$ cat config.mk
export PLATFORM = sky130hd
export DESIGN_NAME = mac_pe
export DESIGN_NICKNAME = d
export VERILOG_FILES = /design/src/design/mac_pkg.sv /design/src/design/cla_adder.sv /design/src/design/mac_decode.sv /design/src/design/mac_execute.sv /design/src/design/mac_pe.sv /design/src/design/mac_result.sv
export SDC_FILE = /design/constraint.sdc
export NUM_CORES = 1
export LEC_CHECK = 0
export ABC_AREA = 0
export ABC_CLOCK_PERIOD_IN_PS = 8850
export BUFFER_PORTS_ARGS = -buffer_cell sky130_fd_sc_hd__buf_4
export CORE_ASPECT_RATIO = 1.4
export CORE_MARGIN = 4
export CORE_UTILIZATION = 65
export CTS_CLUSTER_SIZE = 12
export DETAILED_ROUTE_END_ITERATION = 6
export HOLD_SLACK_MARGIN = 0.06
export PLACE_DENSITY = 0.88
export REMOVE_ABC_BUFFERS = 1
export SLEW_MARGIN = 20
export SYNTH_ARGS = -nofsm -noshare
export SYNTH_HDL_FRONTEND = slang
export SYNTH_HIERARCHICAL = 1
export SYNTH_SLANG_ARGS = --single-unit
$ cat constraint.sdc
create_clock -name clk -period 8.85 [get_ports clk]
set_clock_uncertainty 0.15 [all_clocks]
set_input_delay 0.885 -clock clk [delete_from_list [all_inputs] [get_ports clk]]
set_output_delay 0.885 -clock clk [all_outputs]
set_load 0.05 [all_outputs]
$ cat src/design/mac_pkg.sv
// signed 8-bit operands only; accumulator wraps silently past 28 bits, no overflow flag
package mac_pkg;

  //////////////////////////////
  // widths and limits
  //////////////////////////////
  localparam int unsigned data_w     = 8;      // operand width
  localparam int unsigned prod_w     = 16;     // full product width
  localparam int unsigned acc_w      = 28;     // accumulator width
  localparam int unsigned pp_n       = data_w; // one partial product per multiplier bit
  localparam int unsigned bias_shift = 6;      // bias is aligned to the fraction point
  localparam int unsigned q_max      = 127;    // saturated output code
  localparam int unsigned q_w        = 8;      // output byte, msb always zero
  localparam int unsigned mag_max    = 16384;  // -128 * -128

  //////////////////////////////
  // words
  //////////////////////////////
  typedef logic signed [data_w-1:0] operand_t;
  typedef logic signed [prod_w-1:0] product_t;
  typedef logic signed [acc_w-1:0]  acc_t;

  //////////////////////////////
  // stage payloads
  //////////////////////////////

  // leaves decode, 66 bits
  typedef struct packed {
    logic [pp_n-1:0][data_w-1:0] part;  // part[i] = |a| gated by bit i of |b|
    logic                        sign;  // product sign
    logic                        first; // restart accumulation with this pair
  } pp_stage_t;

  // leaves execute, 17 bits
  typedef struct packed {
    product_t value; // signed product
    logic     first;
  } prod_stage_t;

endpackage

$ cat src/design/cla_adder.sv
// 28-bit add only, no carry in and no carry out; result wraps on overflow
`timescale 1ns/10ps

module cla_adder (
  input  mac_pkg::acc_t a,
  input  mac_pkg::acc_t b,
  output mac_pkg::acc_t s
);

  logic [mac_pkg::acc_w-1:0]   p;  // bit propagate
  logic [mac_pkg::acc_w-2:0]   g;  // bit generate, top bit would only feed the carry out
  logic [mac_pkg::acc_w-1:0]   c;  // carry into each bit
  logic [mac_pkg::acc_w/4-2:0] gp; // group propagate, groups 0..5
  logic [mac_pkg::acc_w/4-2:0] gg; // group generate, groups 0..5
  logic [mac_pkg::acc_w/4-1:0] gc; // carry into each 4-bit group

  assign p = a ^ b;
  assign g = a[mac_pkg::acc_w-2:0] & b[mac_pkg::acc_w-2:0];

  //////////////////////////////
  // first level, 4-bit groups
  //////////////////////////////
  for (genvar k = 0; k < mac_pkg::acc_w / 4 - 1; k++) begin : g_grp
    assign gp[k] = &p[4*k +: 4];
    assign gg[k] = g[4*k+3]
                 | (g[4*k+2] & p[4*k+3])
                 | (g[4*k+1] & p[4*k+2] & p[4*k+3])
                 | (g[4*k]   & p[4*k+1] & p[4*k+2] & p[4*k+3]);
  end

  //////////////////////////////
  // second level, group carries
  //////////////////////////////
  // each group carry is a flat sum of products, no ripple through lower groups
  always_comb begin : group_carry
    logic term;
    gc = '0;
    for (int k = 1; k < mac_pkg::acc_w / 4; k++) begin
      for (int j = 0; j < k; j++) begin
        term = gg[j];
        for (int m = j + 1; m < k; m++) begin
          term = term & gp[m];
        end
        gc[k] = gc[k] | term;
      end
    end
  end

  // carries inside a group start from its group carry
  always_comb begin
    for (int k = 0; k < mac_pkg::acc_w / 4; k++) begin
      c[4*k] = gc[k];
      for (int i = 1; i < 4; i++) begin
        c[4*k+i] = g[4*k+i-1] | (p[4*k+i-1] & c[4*k+i-1]);
      end
    end
  end

  assign s = p ^ c;

endmodule

$ cat src/design/mac_decode.sv
// stage 1 of the multiplier; a and b are sampled only at edges with en high
`timescale 1ns/10ps

module mac_decode (
  input  logic                clk,
  input  logic                rstn,
  input  logic                en,
  input  mac_pkg::operand_t   a,
  input  mac_pkg::operand_t   b,
  input  logic                first,
  output mac_pkg::pp_stage_t  pp
);

  logic [mac_pkg::data_w-1:0] a_mag;  // 128 for -128, still fits unsigned
  logic [mac_pkg::data_w-1:0] b_mag;
  mac_pkg::pp_stage_t         pp_d;

  // two's complement magnitudes
  assign a_mag = a[mac_pkg::data_w-1] ? (~a + 1'b1) : a;
  assign b_mag = b[mac_pkg::data_w-1] ? (~b + 1'b1) : b;

  //////////////////////////////
  // partial products
  //////////////////////////////
  always_comb begin
    for (int i = 0; i < mac_pkg::pp_n; i++) begin
      pp_d.part[i] = b_mag[i] ? a_mag : '0;  // weight 2^i applied later in the tree
    end
    pp_d.sign  = a[mac_pkg::data_w-1] ^ b[mac_pkg::data_w-1];
    pp_d.first = first;
  end

  always_ff @(posedge clk) begin
    if (!rstn) begin
      pp <= '0;
    end else if (en) begin
      pp <= pp_d;
    end
  end

endmodule

$ cat src/design/mac_execute.sv
// stages 2 to 8, fixed for 8 partial products of 8 bits; whole pipe holds when en is low
`timescale 1ns/10ps

module mac_execute (
  input  logic                 clk,
  input  logic                 rstn,
  input  logic                 en,
  input  mac_pkg::pp_stage_t   pp,
  output mac_pkg::prod_stage_t prod
);

  // stage 2, pairs of partial products, low half
  logic [3:0][5:0]  lsb2_d, lsb2_q;
  logic [3:0][2:0]  msb2a_q;  // even pp bits 7:5
  logic [3:0][3:0]  msb2b_q;  // odd pp bits 7:4, already weighted by 2
  // stage 3, high half
  logic [3:0][4:0]  msb3;
  logic [3:0][9:0]  sum3_d, sum3_q;
  // stage 4, pairs of sums shifted by 2, low half
  logic [1:0][7:0]  lsb4_d, lsb4_q;
  logic [1:0][2:0]  msb4a_q;
  logic [1:0][4:0]  msb4b_q;
  // stage 5
  logic [1:0][4:0]  msb5;
  logic [1:0][11:0] sum5_d, sum5_q;
  // stage 6, last pair shifted by 4, low half
  logic [9:0]       lsb6_d, lsb6_q;
  logic [2:0]       msb6a_q;
  logic [6:0]       msb6b_q;
  // stage 7
  logic [6:0]       msb7;
  logic [15:0]      sum_u_d, sum_u_q;  // unsigned magnitude of the product

  logic [5:0]       sign_q;   // sign through stages 2..7
  logic [5:0]       first_q;  // first through stages 2..7

  //////////////////////////////
  // adder tree, combinational
  //////////////////////////////
  always_comb begin
    for (int i = 0; i < 4; i++) begin
      lsb2_d[i] = 6'(pp.part[2*i][4:0]) + {1'b0, pp.part[2*i+1][3:0], 1'b0};
      msb3[i]   = 5'(msb2a_q[i]) + 5'(msb2b_q[i]) + 5'(lsb2_q[i][5]); // carry from low half
      sum3_d[i] = {msb3[i], lsb2_q[i][4:0]};
    end
    for (int j = 0; j < 2; j++) begin
      lsb4_d[j] = 8'(sum3_q[2*j][6:0]) + {1'b0, sum3_q[2*j+1][4:0], 2'b00};
      msb5[j]   = 5'(msb4a_q[j]) + msb4b_q[j] + 5'(lsb4_q[j][7]);
      sum5_d[j] = {msb5[j], lsb4_q[j][6:0]};
    end
    lsb6_d  = 10'(sum5_q[0][8:0]) + {1'b0, sum5_q[1][4:0], 4'b0000};
    msb7    = 7'(msb6a_q) + msb6b_q + 7'(lsb6_q[9]);
    sum_u_d = {msb7, lsb6_q[8:0]};
  end

  //////////////////////////////
  // pipeline registers
  //////////////////////////////
  always_ff @(posedge clk) begin
    if (!rstn) begin
      lsb2_d_reset: begin
        lsb2_q  <= '0;
        msb2a_q <= '0;
        msb2b_q <= '0;
        sum3_q  <= '0;
        lsb4_q  <= '0;
        msb4a_q <= '0;
        msb4b_q <= '0;
        sum5_q  <= '0;
        lsb6_q  <= '0;
        msb6a_q <= '0;
        msb6b_q <= '0;
        sum_u_q <= '0;
        sign_q  <= '0;
        first_q <= '0;
        prod    <= '0;
      end
    end else if (en) begin
      lsb2_q <= lsb2_d;
      for (int i = 0; i < 4; i++) begin
        msb2a_q[i] <= pp.part[2*i][7:5];
        msb2b_q[i] <= pp.part[2*i+1][7:4];
      end
      sum3_q <= sum3_d;
      lsb4_q <= lsb4_d;
      for (int j = 0; j < 2; j++) begin
        msb4a_q[j] <= sum3_q[2*j][9:7];
        msb4b_q[j] <= sum3_q[2*j+1][9:5];
      end
      sum5_q  <= sum5_d;
      lsb6_q  <= lsb6_d;
      msb6a_q <= sum5_q[0][11:9];
      msb6b_q <= sum5_q[1][11:5];
      sum_u_q <= sum_u_d;
      sign_q  <= {sign_q[4:0], pp.sign};
      first_q <= {first_q[4:0], pp.first};
      // stage 8, sign restore
      prod.value <= sign_q[5] ? -mac_pkg::product_t'(sum_u_q) : mac_pkg::product_t'(sum_u_q);
      prod.first <= first_q[5];
    end
  end

  // magnitude out of the tree is bounded by |-128| * |-128|, so the tree drops no carry
  tree_range_a : assert property (
    @(posedge clk) disable iff (!rstn) en |=> (sum_u_q <= mac_pkg::mag_max)
  ) else $error("adder tree magnitude %0d above %0d", sum_u_q, mac_pkg::mag_max);

endmodule

$ cat src/design/mac_pe.sv
// 9-stage signed MAC; a pair sampled at enabled edge n reaches acc at n+8 and q at n+9
`timescale 1ns/10ps

module mac_pe (
  input  logic                    clk,
  input  logic                    rstn,
  input  logic                    en,     // low stalls every stage
  input  logic                    first,  // travels with a and b
  input  mac_pkg::operand_t       a,
  input  mac_pkg::operand_t       b,
  input  mac_pkg::operand_t       bias,
  output mac_pkg::acc_t           acc,
  output logic [mac_pkg::q_w-1:0] q
);

  mac_pkg::pp_stage_t   pp;   // stage 1 out
  mac_pkg::prod_stage_t prod; // stage 8 out

  mac_decode i_mac_decode (
    .clk   (clk),
    .rstn  (rstn),
    .en    (en),
    .a     (a),
    .b     (b),
    .first (first),
    .pp    (pp)
  );

  mac_execute i_mac_execute (
    .clk  (clk),
    .rstn (rstn),
    .en   (en),
    .pp   (pp),
    .prod (prod)
  );

  mac_result i_mac_result (
    .clk  (clk),
    .rstn (rstn),
    .en   (en),
    .prod (prod),
    .bias (bias),
    .acc  (acc),
    .q    (q)
  );

endmodule

$ cat src/design/mac_result.sv
// stage 9 accumulate and requantize; q follows acc one enabled edge later with the bias of that edge
`timescale 1ns/10ps

module mac_result (
  input  logic                       clk,
  input  logic                       rstn,
  input  logic                       en,
  input  mac_pkg::prod_stage_t       prod,
  input  mac_pkg::operand_t          bias,
  output mac_pkg::acc_t              acc,
  output logic [mac_pkg::q_w-1:0]    q
);

  mac_pkg::acc_t            prod_ext;  // product sign extended
  mac_pkg::acc_t            acc_base;  // zero when a new run starts
  mac_pkg::acc_t            acc_d;
  mac_pkg::acc_t            bias_ext;  // bias sign extended, shifted left by 6
  mac_pkg::acc_t            bias_sum;
  logic [mac_pkg::q_w-1:0]  q_d;

  //////////////////////////////
  // accumulate
  //////////////////////////////
  assign prod_ext = {{(mac_pkg::acc_w-mac_pkg::prod_w){prod.value[mac_pkg::prod_w-1]}},
                     prod.value};
  assign acc_base = prod.first ? '0 : acc;

  cla_adder accum_add (
    .a (prod_ext),
    .b (acc_base),
    .s (acc_d)
  );

  //////////////////////////////
  // bias and requantize
  //////////////////////////////
  assign bias_ext = {{(mac_pkg::acc_w-mac_pkg::data_w-mac_pkg::bias_shift){bias[mac_pkg::data_w-1]}},
                     bias, {mac_pkg::bias_shift{1'b0}}};

  cla_adder bias_add (
    .a (acc),
    .b (bias_ext),
    .s (bias_sum)
  );

  always_comb begin
    if (bias_sum[mac_pkg::acc_w-1]) begin
      q_d = '0;                                  // negative clamps to zero
    end else if (|bias_sum[mac_pkg::acc_w-2:mac_pkg::bias_shift+mac_pkg::q_w-1]) begin
      q_d = mac_pkg::q_w'(mac_pkg::q_max);       // 2^13 and above saturates
    end else begin
      q_d = mac_pkg::q_w'(bias_sum[mac_pkg::bias_shift+mac_pkg::q_w-2:mac_pkg::bias_shift]);
    end
  end

  always_ff @(posedge clk) begin
    if (!rstn) begin
      acc <= '0;
      q   <= '0;
    end else if (en) begin
      acc <= acc_d;
      q   <= q_d;
    end
  end

  // an X here would come from an unreset register further up the pipe
  acc_known_a : assert property (
    @(posedge clk) disable iff (!rstn) !$isunknown({acc, q})
  ) else $error("acc or q unknown after reset");

endmodule

==> qor.csv, run 1 <==
metric,value,unit
outcome,completed,
clk buf depth,3,
CP cell instances,"buf_4, ha_1, a21oi_1, nand2_1, a41oi_1, nand2_1, a21o_1, fa_1, fa_1, fa_1, xor2_1, or4_1, o41ai_4, a21boi_1",
Worst Setup Start Kind,primary input,
crit path max fanout,23,
largest net degree at the start of global routing,188,
initial detailed-routing violation count,572,
WL met3,1140,um
FMAX,0.218,GHz
Routability Congestion,0.873,
die span in y,195,um
die width,141,um
vias,11800,
Critical Path End,i_mac_result/q[0],
pin slew with the least headroom to its limit,1.10,ns
Fin Setup TNS,0,ns
Pleak,7.98,nW
Core ar.,0.0246,mm^2
uppermost layer routed,met4,
WP depth,14,
worst r2r dst,i_mac_result/q[0],
initial antenna violation count,0,
Final ANT Viol Nets,0,
slowest CP cell,or4_1,
Synth Cell Area,0.0162,mm^2
Die Area,0.0275,mm^2
Arrival @ worst endpoint,4.86,ns
clock latency on the worst-skew pair,0.56,ns
fill cell count,1751,
Multi-input gate area,0.00931,mm^2
post-route minimum period,4.60,ns
DRT Wirelength,33100,um
DR DRC count,0,
max-cap violation count,0,
DR WL/cell,16.6,um
fin nets,1860,
CTS tree,built,
crit path from,bias[7],
Row Count,68,
post-DP HPWL,22600,um
PortBufs,63,
final slew viol count,0,
Synth Instances,1654,
Worst R2R Start,i_mac_result/acc[10],
first-pass GRT wire length,56500,um
RSZ-0062 raised after global routing,false,
I/O Pins,64,
PD cells,172,mW/mm^2
Initial Util,0.657,
TritonCTS buffer count,31,
clock transition at the registers of the reported paths,0.06,ns
metal2 WL,17400,um
# resized after CTS,0,
post-DR vias/cell,5.91,
Place WS,3.72,ns
final hold vios,0,
Layout area overhead,9.32,%
Reg2Reg Depth,13,
GR Overflow Total,0,
Top delay family on crit path,adder cells,
setup bufs post-CTS,0,
CTS Hold Bufs,0,
vias in the first global route,12000,
Reg area,0.00631,mm^2
H-Tree Depth,1,
slew margin rel.,0.265,
M1 WL,13300,um
period utilization,0.519,
Synth Warn #,6,
"Avg Cell Area, Syn",9.77,um^2
CP peak stage delay,0.56,ns
r2r setup slk,4.29,ns
"Core Util, Final",0.719,
layout cells sized above 1,0.0806,
critical path class,primary input to flip-flop,
Peak VDD IR,0.000151,V
worst path required time,9.11,ns
Worst Hold Class,flip-flop to flip-flop,
Clock Sinks,315,
CP Buf/Inv Count,1,
gr usage total,0.242,
# diodes,0,
# setup viols final,0,
Crit path top cell by count,fa_1,
CTS root buffer,clkbuf_16,
final worst setup slack,4.25,ns
crit end category,flip-flop,
iteration count of the initial detailed-routing pass,5,
==> report_power, final <==
group | switching [mW] | internal [mW] | leakage [nW] | total [mW]
clock network | 0.504 | 0.693 | 0.436 | 1.20
registers | 0.0331 | 1.46 | 2.56 | 1.49
logic | 0.212 | 0.132 | 4.99 | 0.344
==> through the flow <==
step | cells | area (um^2) | power (mW) | hold WS [ns]
CTS | 2002 | 17700 | 3.06 | 0.312
detailed placement | 1957 | 16800 | 1.87 | 0.305
finish | 2002 | 17700 | 3.03 | 0.312
global placement | 1957 | 16800 | 1.85 | 0.295
floorplan | 1569 | 15800 | 1.73 | 0.282
global route | 2002 | 17700 | 3.15 | 0.330
==> state kept, by name (all words and copies together) (netlist names), 7 cells and up <==
register	flops
i_mac_execute/msb2b_q	16
i_mac_execute/sum3_q	40
i_mac_decode/pp	66
i_mac_execute/lsb4_q	16
i_mac_execute/sum5_q	24
i_mac_execute/lsb6_q	10
i_mac_execute/msb6b_q	7
i_mac_execute/prod	17
i_mac_execute/msb4b_q	10
i_mac_execute/sum_u_q	16
i_mac_result/acc	28
i_mac_result/q	8
i_mac_execute/msb2a_q	12
i_mac_execute/lsb2_q	24
==> tightest hold or removal path, delay by kind of cell (launching register included) <==
family	cells	cell delay, ns
compound gates	1	0.05
simple gates	1	0.06
flops	1	0.31
==> how the worst min path moves through the flow <==
stage	to	slack, ns	cells after the start	startpoint
floorplan	i_mac_execute/prod[12]	0.28	2	i_mac_execute/prod[12]
global placement	i_mac_execute/prod[12]	0.29	2	i_mac_execute/prod[12]
detailed placement	i_mac_decode/pp[33]	0.30	2	i_mac_decode/pp[33]
CTS	i_mac_decode/pp[33]	0.31	2	i_mac_decode/pp[33]
global route	i_mac_decode/pp[63]	0.33	2	i_mac_decode/pp[63]
finish	i_mac_decode/pp[9]	0.31	2	i_mac_decode/pp[9]
==> placed cells by master (no fill, tap or decap), types with 4 or more instances in the layout <==
cell type	count
and3_1	7
nand2b_1	9
nand3b_1	29
clkbuf_1	9
clkbuf_8	4
o211ai_1	26
nor2_1	187
mux2i_1	182
a221o_1	5
or4_1	6
a21o_1	33
a21oi_1	109
nand3_1	25
o21bai_1	5
a32o_1	15
fa_1	59
ha_1	98
buf_4	71
xor2_1	22
nand2_1	77
inv_1	48
nor4b_1	4
xnor2_1	29
or3_1	5
a21boi_1	7
nand4_1	17
clkbuf_16	31
dfxtp_1	315
o21ai_0	33
a211oi_1	20
nor3_1	4
a31oi_1	8
nor2b_1	104
conb_1	8
o31ai_1	6
a211o_1	4
o21a_1	9
==> metal layers <==
metal  up-vias  GRT usage
li1       5826          -
met1      5708      0.287
met2       205      0.439
met5         -          0
met3        83     0.0261
met4         0     0.0998
==> final cells by class <==
class,count,area share
Timing Repair Buffer,73,0.0321
Clock buffer,44,0.0489
Multi-Input combinational cell,1202,0.527
Clock inverter,1,0.00170
Inverter,52,0.0112
Tap cell,315,0.0223
Sequential cell,315,0.357
No activity file was read; power rests on OpenSTA's default activity.
==> run 2: changes to the inputs <==
--- a/config.mk
+++ b/config.mk
@@ -5,16 +5,16 @@
 export SDC_FILE = /design/constraint.sdc
 export NUM_CORES = 1
 export LEC_CHECK = 0
-export ABC_AREA = 0
-export ABC_CLOCK_PERIOD_IN_PS = 8850
+export ABC_AREA = 1
+export ABC_CLOCK_PERIOD_IN_PS = 3900
 export BUFFER_PORTS_ARGS = -buffer_cell sky130_fd_sc_hd__buf_4
 export CORE_ASPECT_RATIO = 1.4
 export CORE_MARGIN = 4
-export CORE_UTILIZATION = 65
+export CORE_UTILIZATION = 56
 export CTS_CLUSTER_SIZE = 12
 export DETAILED_ROUTE_END_ITERATION = 6
 export HOLD_SLACK_MARGIN = 0.06
-export PLACE_DENSITY = 0.88
+export PLACE_DENSITY = 0.81
 export REMOVE_ABC_BUFFERS = 1
 export SLEW_MARGIN = 20
 export SYNTH_ARGS = -nofsm -noshare
==> constraint.sdc (replaced) <==
create_clock -name clk -period 3.9 [get_ports clk]
set_clock_uncertainty 0.15 [all_clocks]
set_input_delay 0.39 -clock clk [delete_from_list [all_inputs] [get_ports clk]]
set_output_delay 0.39 -clock clk [all_outputs]
set_load 0.05 [all_outputs]
==> qor.csv, run 2 <==
metric,value,unit
die span in y,209,um
FMAX,0.272,GHz
iteration count of the initial detailed-routing pass,5,
Synth Instances,2062,
Fin Setup TNS,0,ns
hold_ws,0.100,ns
# diodes,0,
outcome,completed,
final slew viol count,0,
I/O Pins,64,
first-pass GRT wire length,56300,um
most frequent cells in the layout,"nor2_1, dfxtp_1, nand2_1, o21ai_0, inv_1",
clock transition at the registers of the reported paths,0.06,ns
layout cells sized above 1,0.0874,
vias in the first global route,12900,
sw frac,0.284,
H-Tree Depth,1,
CTS tree,built,
Synth Cell Area,0.0162,mm^2
Sequential Power Share,0.478,
Worst Hold Class,primary input to flip-flop,
Pleak,8.14,nW
PortBufs,63,
Row Count,73,
"most common cell after layout, fill and taps aside",nor2_1,
final worst setup slack,0.221,ns
TritonCTS buffer count,31,
# setup viols final,0,
DR DRC count,0,
clk buf depth,3,
gr usage total,0.207,
post-DR vias/cell,5.29,
Core ar.,0.0284,mm^2
DRT Wirelength,32800,um
initial antenna violation count,0,
CTS root buffer,clkbuf_16,
Synth Warn #,6,
top flop regs,"i_mac_decode/pp (66), i_mac_execute/sum3_q (40), i_mac_result/acc (28)",
pin slew with the least headroom to its limit,0.941,ns
final hold vios,0,
overall power,7.48,mW
Place WS,-0.112,ns
initial detailed-routing violation count,660,
Routability Congestion,0.815,
Worst Setup Start Kind,flip-flop,
sw power,2.13,mW
die width,152,um
vias,13000,
Clk pwr share,0.348,
Initial Util,0.569,
PD cells,424,mW/mm^2
post-DP HPWL,22300,um
crit path max fanout,7,
GR Overflow Total,0,
period utilization,0.943,
clock latency on the worst-skew pair,0.56,ns
post-route minimum period,3.68,ns
fin nets,2263,
hold_sp,en,
combinational power share,0.174,
"Avg Cell Area, Syn",7.83,um^2
Clock Sinks,315,
DR WL/cell,13.3,um
max reg flops,66,
fill cell count,2430,
Arrival @ worst endpoint,3.96,ns
slew margin rel.,0.369,
crit end category,flip-flop,
Peak VDD IR,0.000319,V
setup bufs post-CTS,0,
worst path required time,4.18,ns
largest net degree at the start of global routing,177,
Layout area overhead,9.20,%
Final ANT Viol Nets,0,
Worst R2R Start,i_mac_result/acc[11],
max-cap violation count,0,
Reg with most FFs,i_mac_decode/pp,
critical path class,flip-flop to flip-flop,
Die Area,0.0317,mm^2
crit path from,i_mac_result/acc[11],
Int Power,5.35,mW
==> run 2: final cells by class <==
cell class,instances,area [um^2],share of cell area
multi-input cells,1447,8600,0.488
well taps,375,469,0.0266
clock buffers,36,825,0.0467
clock inverters,2,17.5,0.000993
flip-flops and latches,315,6310,0.358
inverters,204,771,0.0437
repair buffers,79,647,0.0367
==> run 2: path summary, 6_finish.rpt <==
kind | to | cells after the start | slack (ns)
setup / recovery | i_mac_result/q[3] | 17 | 0.22
hold / removal | i_mac_execute/prod[11] | 5 | 0.10
setup reg to reg | i_mac_result/q[3] | 17 | 0.22
hold reg to reg | i_mac_execute/msb4b_q[2] | 2 | 0.31
==> run 2: routing by layer <==
metal  up-vias  wire length [um]  GRT usage
met5         -                 0          0
met4         0              1230     0.0862
li1       6669                 -          -
met3        82              1340     0.0275
met1      6010             13000      0.236
met2       230             17200      0.383
==> run 2: power groups by stage <==
stage | Clock, mW | Sequential, mW | Combinational [mW]
3_5_place_dp | 0 | 3.64 | 1.28
2_1_floorplan | 0 | 3.75 | 0.772
3_3_place_gp | 0 | 3.63 | 1.23
4_1_cts | 2.67 | 3.57 | 1.30
5_1_grt | 2.79 | 3.60 | 1.49
6_report | 2.60 | 3.57 | 1.31
==> run 2: timing repair <==
item | in CTS | in global routing
gates resized for setup | 0 | 16
setup endpoints to repair | 0 | 11
hold buffers | 2 | 0
endpoints found under the hold margin | 2 | 0
==> run 2: critical path: stages, from the launching register on <==
cell and delay (ns):
dfxtp_2 0.36, ha_2 0.31, a21oi_2 0.14, nand3_2 0.12, nor2_1 0.12, nand3_1 0.12
nand3_2 0.11, nand2_2 0.07, nand2_1 0.08, nand2_1 0.06, fa_1 0.38, fa_1 0.39
fa_1 0.45, or2_1 0.25, nor2_2 0.18, nand2_2 0.09, nand2_4 0.10, a21oi_1 0.07
==> run 2: stage by stage <==
| stage | std cells | utilization | cell area (um^2) |
|---|---|---|---|
| 2_1_floorplan | 1966 | - | 15600 |
| 3_3_place_gp | 2418 | 0.589 | 16700 |
| 3_5_place_dp | 2418 | 0.589 | 16700 |
| 4_1_cts | 2458 | 0.619 | 17600 |
| 5_1_grt | 2458 | 0.621 | 17600 |
| 6_report | 2458 | 0.621 | 17600 |
==> run 3: changes to the inputs <==
--- a/config.mk
+++ b/config.mk
@@ -6,15 +6,15 @@
 export NUM_CORES = 1
 export LEC_CHECK = 0
 export ABC_AREA = 1
-export ABC_CLOCK_PERIOD_IN_PS = 3900
+export ABC_CLOCK_PERIOD_IN_PS = 4600
 export BUFFER_PORTS_ARGS = -buffer_cell sky130_fd_sc_hd__buf_4
 export CORE_ASPECT_RATIO = 1.4
 export CORE_MARGIN = 4
-export CORE_UTILIZATION = 56
+export CORE_UTILIZATION = 65
 export CTS_CLUSTER_SIZE = 12
 export DETAILED_ROUTE_END_ITERATION = 6
 export HOLD_SLACK_MARGIN = 0.06
-export PLACE_DENSITY = 0.81
+export PLACE_DENSITY = 0.88
 export REMOVE_ABC_BUFFERS = 1
 export SLEW_MARGIN = 20
 export SYNTH_ARGS = -nofsm -noshare
==> constraint.sdc (replaced) <==
create_clock -name clk -period 4.6 [get_ports clk]
set_clock_uncertainty 0.15 [all_clocks]
set_input_delay 0.46 -clock clk [delete_from_list [all_inputs] [get_ports clk]]
set_output_delay 0.46 -clock clk [all_outputs]
set_load 0.05 [all_outputs]
==> qor.csv, run 3 (same netlist as run 2, synthesis figures left out) <==
metric,value,unit
GR Overflow Total,0,
DRT Wirelength,33400,um
# setup viols final,0,
Post-Layout Cell Count,2401,
final slew viol count,0,
period utilization,0.870,
Worst Hold Class,primary input to flip-flop,
top flop regs,"i_mac_decode/pp (66), i_mac_execute/sum3_q (40), i_mac_result/acc (28)",
die span in y,195,um
Reg with most FFs,i_mac_decode/pp,
PortBufs,63,
die width,141,um
worst path required time,4.85,ns
iteration count of the initial detailed-routing pass,5,
total placed cells including tap cells,2355,
Clock Sinks,315,
FMAX,0.250,GHz
post-DR vias/cell,5.50,
"most common cell after layout, fill and taps aside",nor2_1,
crit end category,flip-flop,
final worst setup slack,0.597,ns
layout cells sized above 1,0.0801,
clk buf depth,3,
most frequent cells in the layout,"nor2_1, dfxtp_1, nand2_1, o21ai_0",
pin slew with the least headroom to its limit,0.926,ns
Core ar.,0.0246,mm^2
largest net degree at the start of global routing,163,
DR DRC count,0,
DR WL/cell,13.9,um
Fin Setup TNS,0,ns
fill cell count,1864,
Pleak,8.13,nW
CTS root buffer,clkbuf_16,
first-pass GRT wire length,57100,um
RSZ-0062 raised after global routing,false,
fin nets,2260,
clock latency on the worst-skew pair,0.55,ns
Final ANT Viol Nets,0,
post-route minimum period,4.00,ns
hold_ws,0.192,ns
max-cap violation count,0,
Initial Util,0.657,
H-Tree Depth,1,
initial detailed-routing violation count,801,
outcome,completed,
Reg area,0.00631,mm^2
instance area at placement,0.0166,mm^2
TritonCTS buffer count,31,
vias,13200,
vias in the first global route,13000,
initial antenna violation count,0,
max reg flops,66,
Peak VDD IR,0.000266,V
clock transition at the registers of the reported paths,0.06,ns
gr usage total,0.241,
slew margin rel.,0.382,
I/O Pins,64,
Multi-input gate area,0.00856,mm^2
Worst Setup Start Kind,flip-flop,
PD cells,367,mW/mm^2
CTS tree,built,
final hold vios,0,
crit path max fanout,16,
Die Area,0.0275,mm^2
# diodes,0,
Place WS,0.426,ns
post-DP HPWL,22300,um
Routability Congestion,0.811,
critical path class,flip-flop to flip-flop,
Arrival @ worst endpoint,4.25,ns
Layout area overhead,8.31,%
Row Count,68,
cell area after layout,0.0175,mm^2
==> run 3: metal layers <==
layer | track usage | vias up | wire length (um)
li1 | - | 6660 | -
met1 | 0.268 | 6173 | 13000
met2 | 0.454 | 299 | 17800
met3 | 0.0281 | 79 | 1350
met4 | 0.105 | 0 | 1250
met5 | 0 | - | 0
==> run 3: repair_timing <==
item | in CTS | in global routing
buffers inserted | 0 | 0
hold buffers | 2 | 0
endpoints found under the hold margin | 2 | 0
resized for setup | 0 | 0
==> run 3: layout make-up <==
type | count | share of cell area
inverter | 204 | 0.0441
tap | 315 | 0.0225
sequential | 315 | 0.360
timing repair buffer | 76 | 0.0338
clock buffer | 40 | 0.0474
multi-input combinational | 1447 | 0.489
clock inverter | 4 | 0.00279
==> run 3: worst paths after layout <==
path                                  from                        to  slack (ns)  cells after the start
setup / recovery     i_mac_execute/prod[0]      i_mac_result/acc[27]        0.60                     19
hold / removal                          en  i_mac_execute/msb4b_q[8]        0.19                      2
hold reg to reg   i_mac_execute/sum3_q[27]  i_mac_execute/msb4a_q[3]        0.31                      2
setup reg to reg     i_mac_execute/prod[0]      i_mac_result/acc[27]        0.60                     19
==> run 3: worst max-delay path, cell delays in order, from the launching register on <==
cell and delay [ns]:
dfxtp_1 0.67, nor2_1 0.18, ha_1 0.31, ha_1 0.20, inv_1 0.05, nand2_1 0.04, nand2_1 0.05, nand2_1 0.11
nand4_1 0.11, nand4_2 0.16, nand2_2 0.10, nand2_2 0.06, nand2_1 0.06, nand2_1 0.06, fa_1 0.39, fa_1 0.39
fa_1 0.39, xnor2_1 0.13, o21ai_0 0.17, a21oi_1 0.06
==> run 3: through the flow <==
stage	util	power, mW
finish	0.712	6.41
global route	0.712	6.73
CTS	0.712	6.45
detailed placement	0.675	4.17
global placement	0.675	4.12
floorplan	-	3.83
==> run 3: power breakdown <==
group	internal (mW)	leakage, nW	switching (mW)	total (mW)
clock network	1.30	0.431	0.983	2.28
logic	0.385	5.11	0.711	1.10
registers	2.90	2.59	0.131	3.03
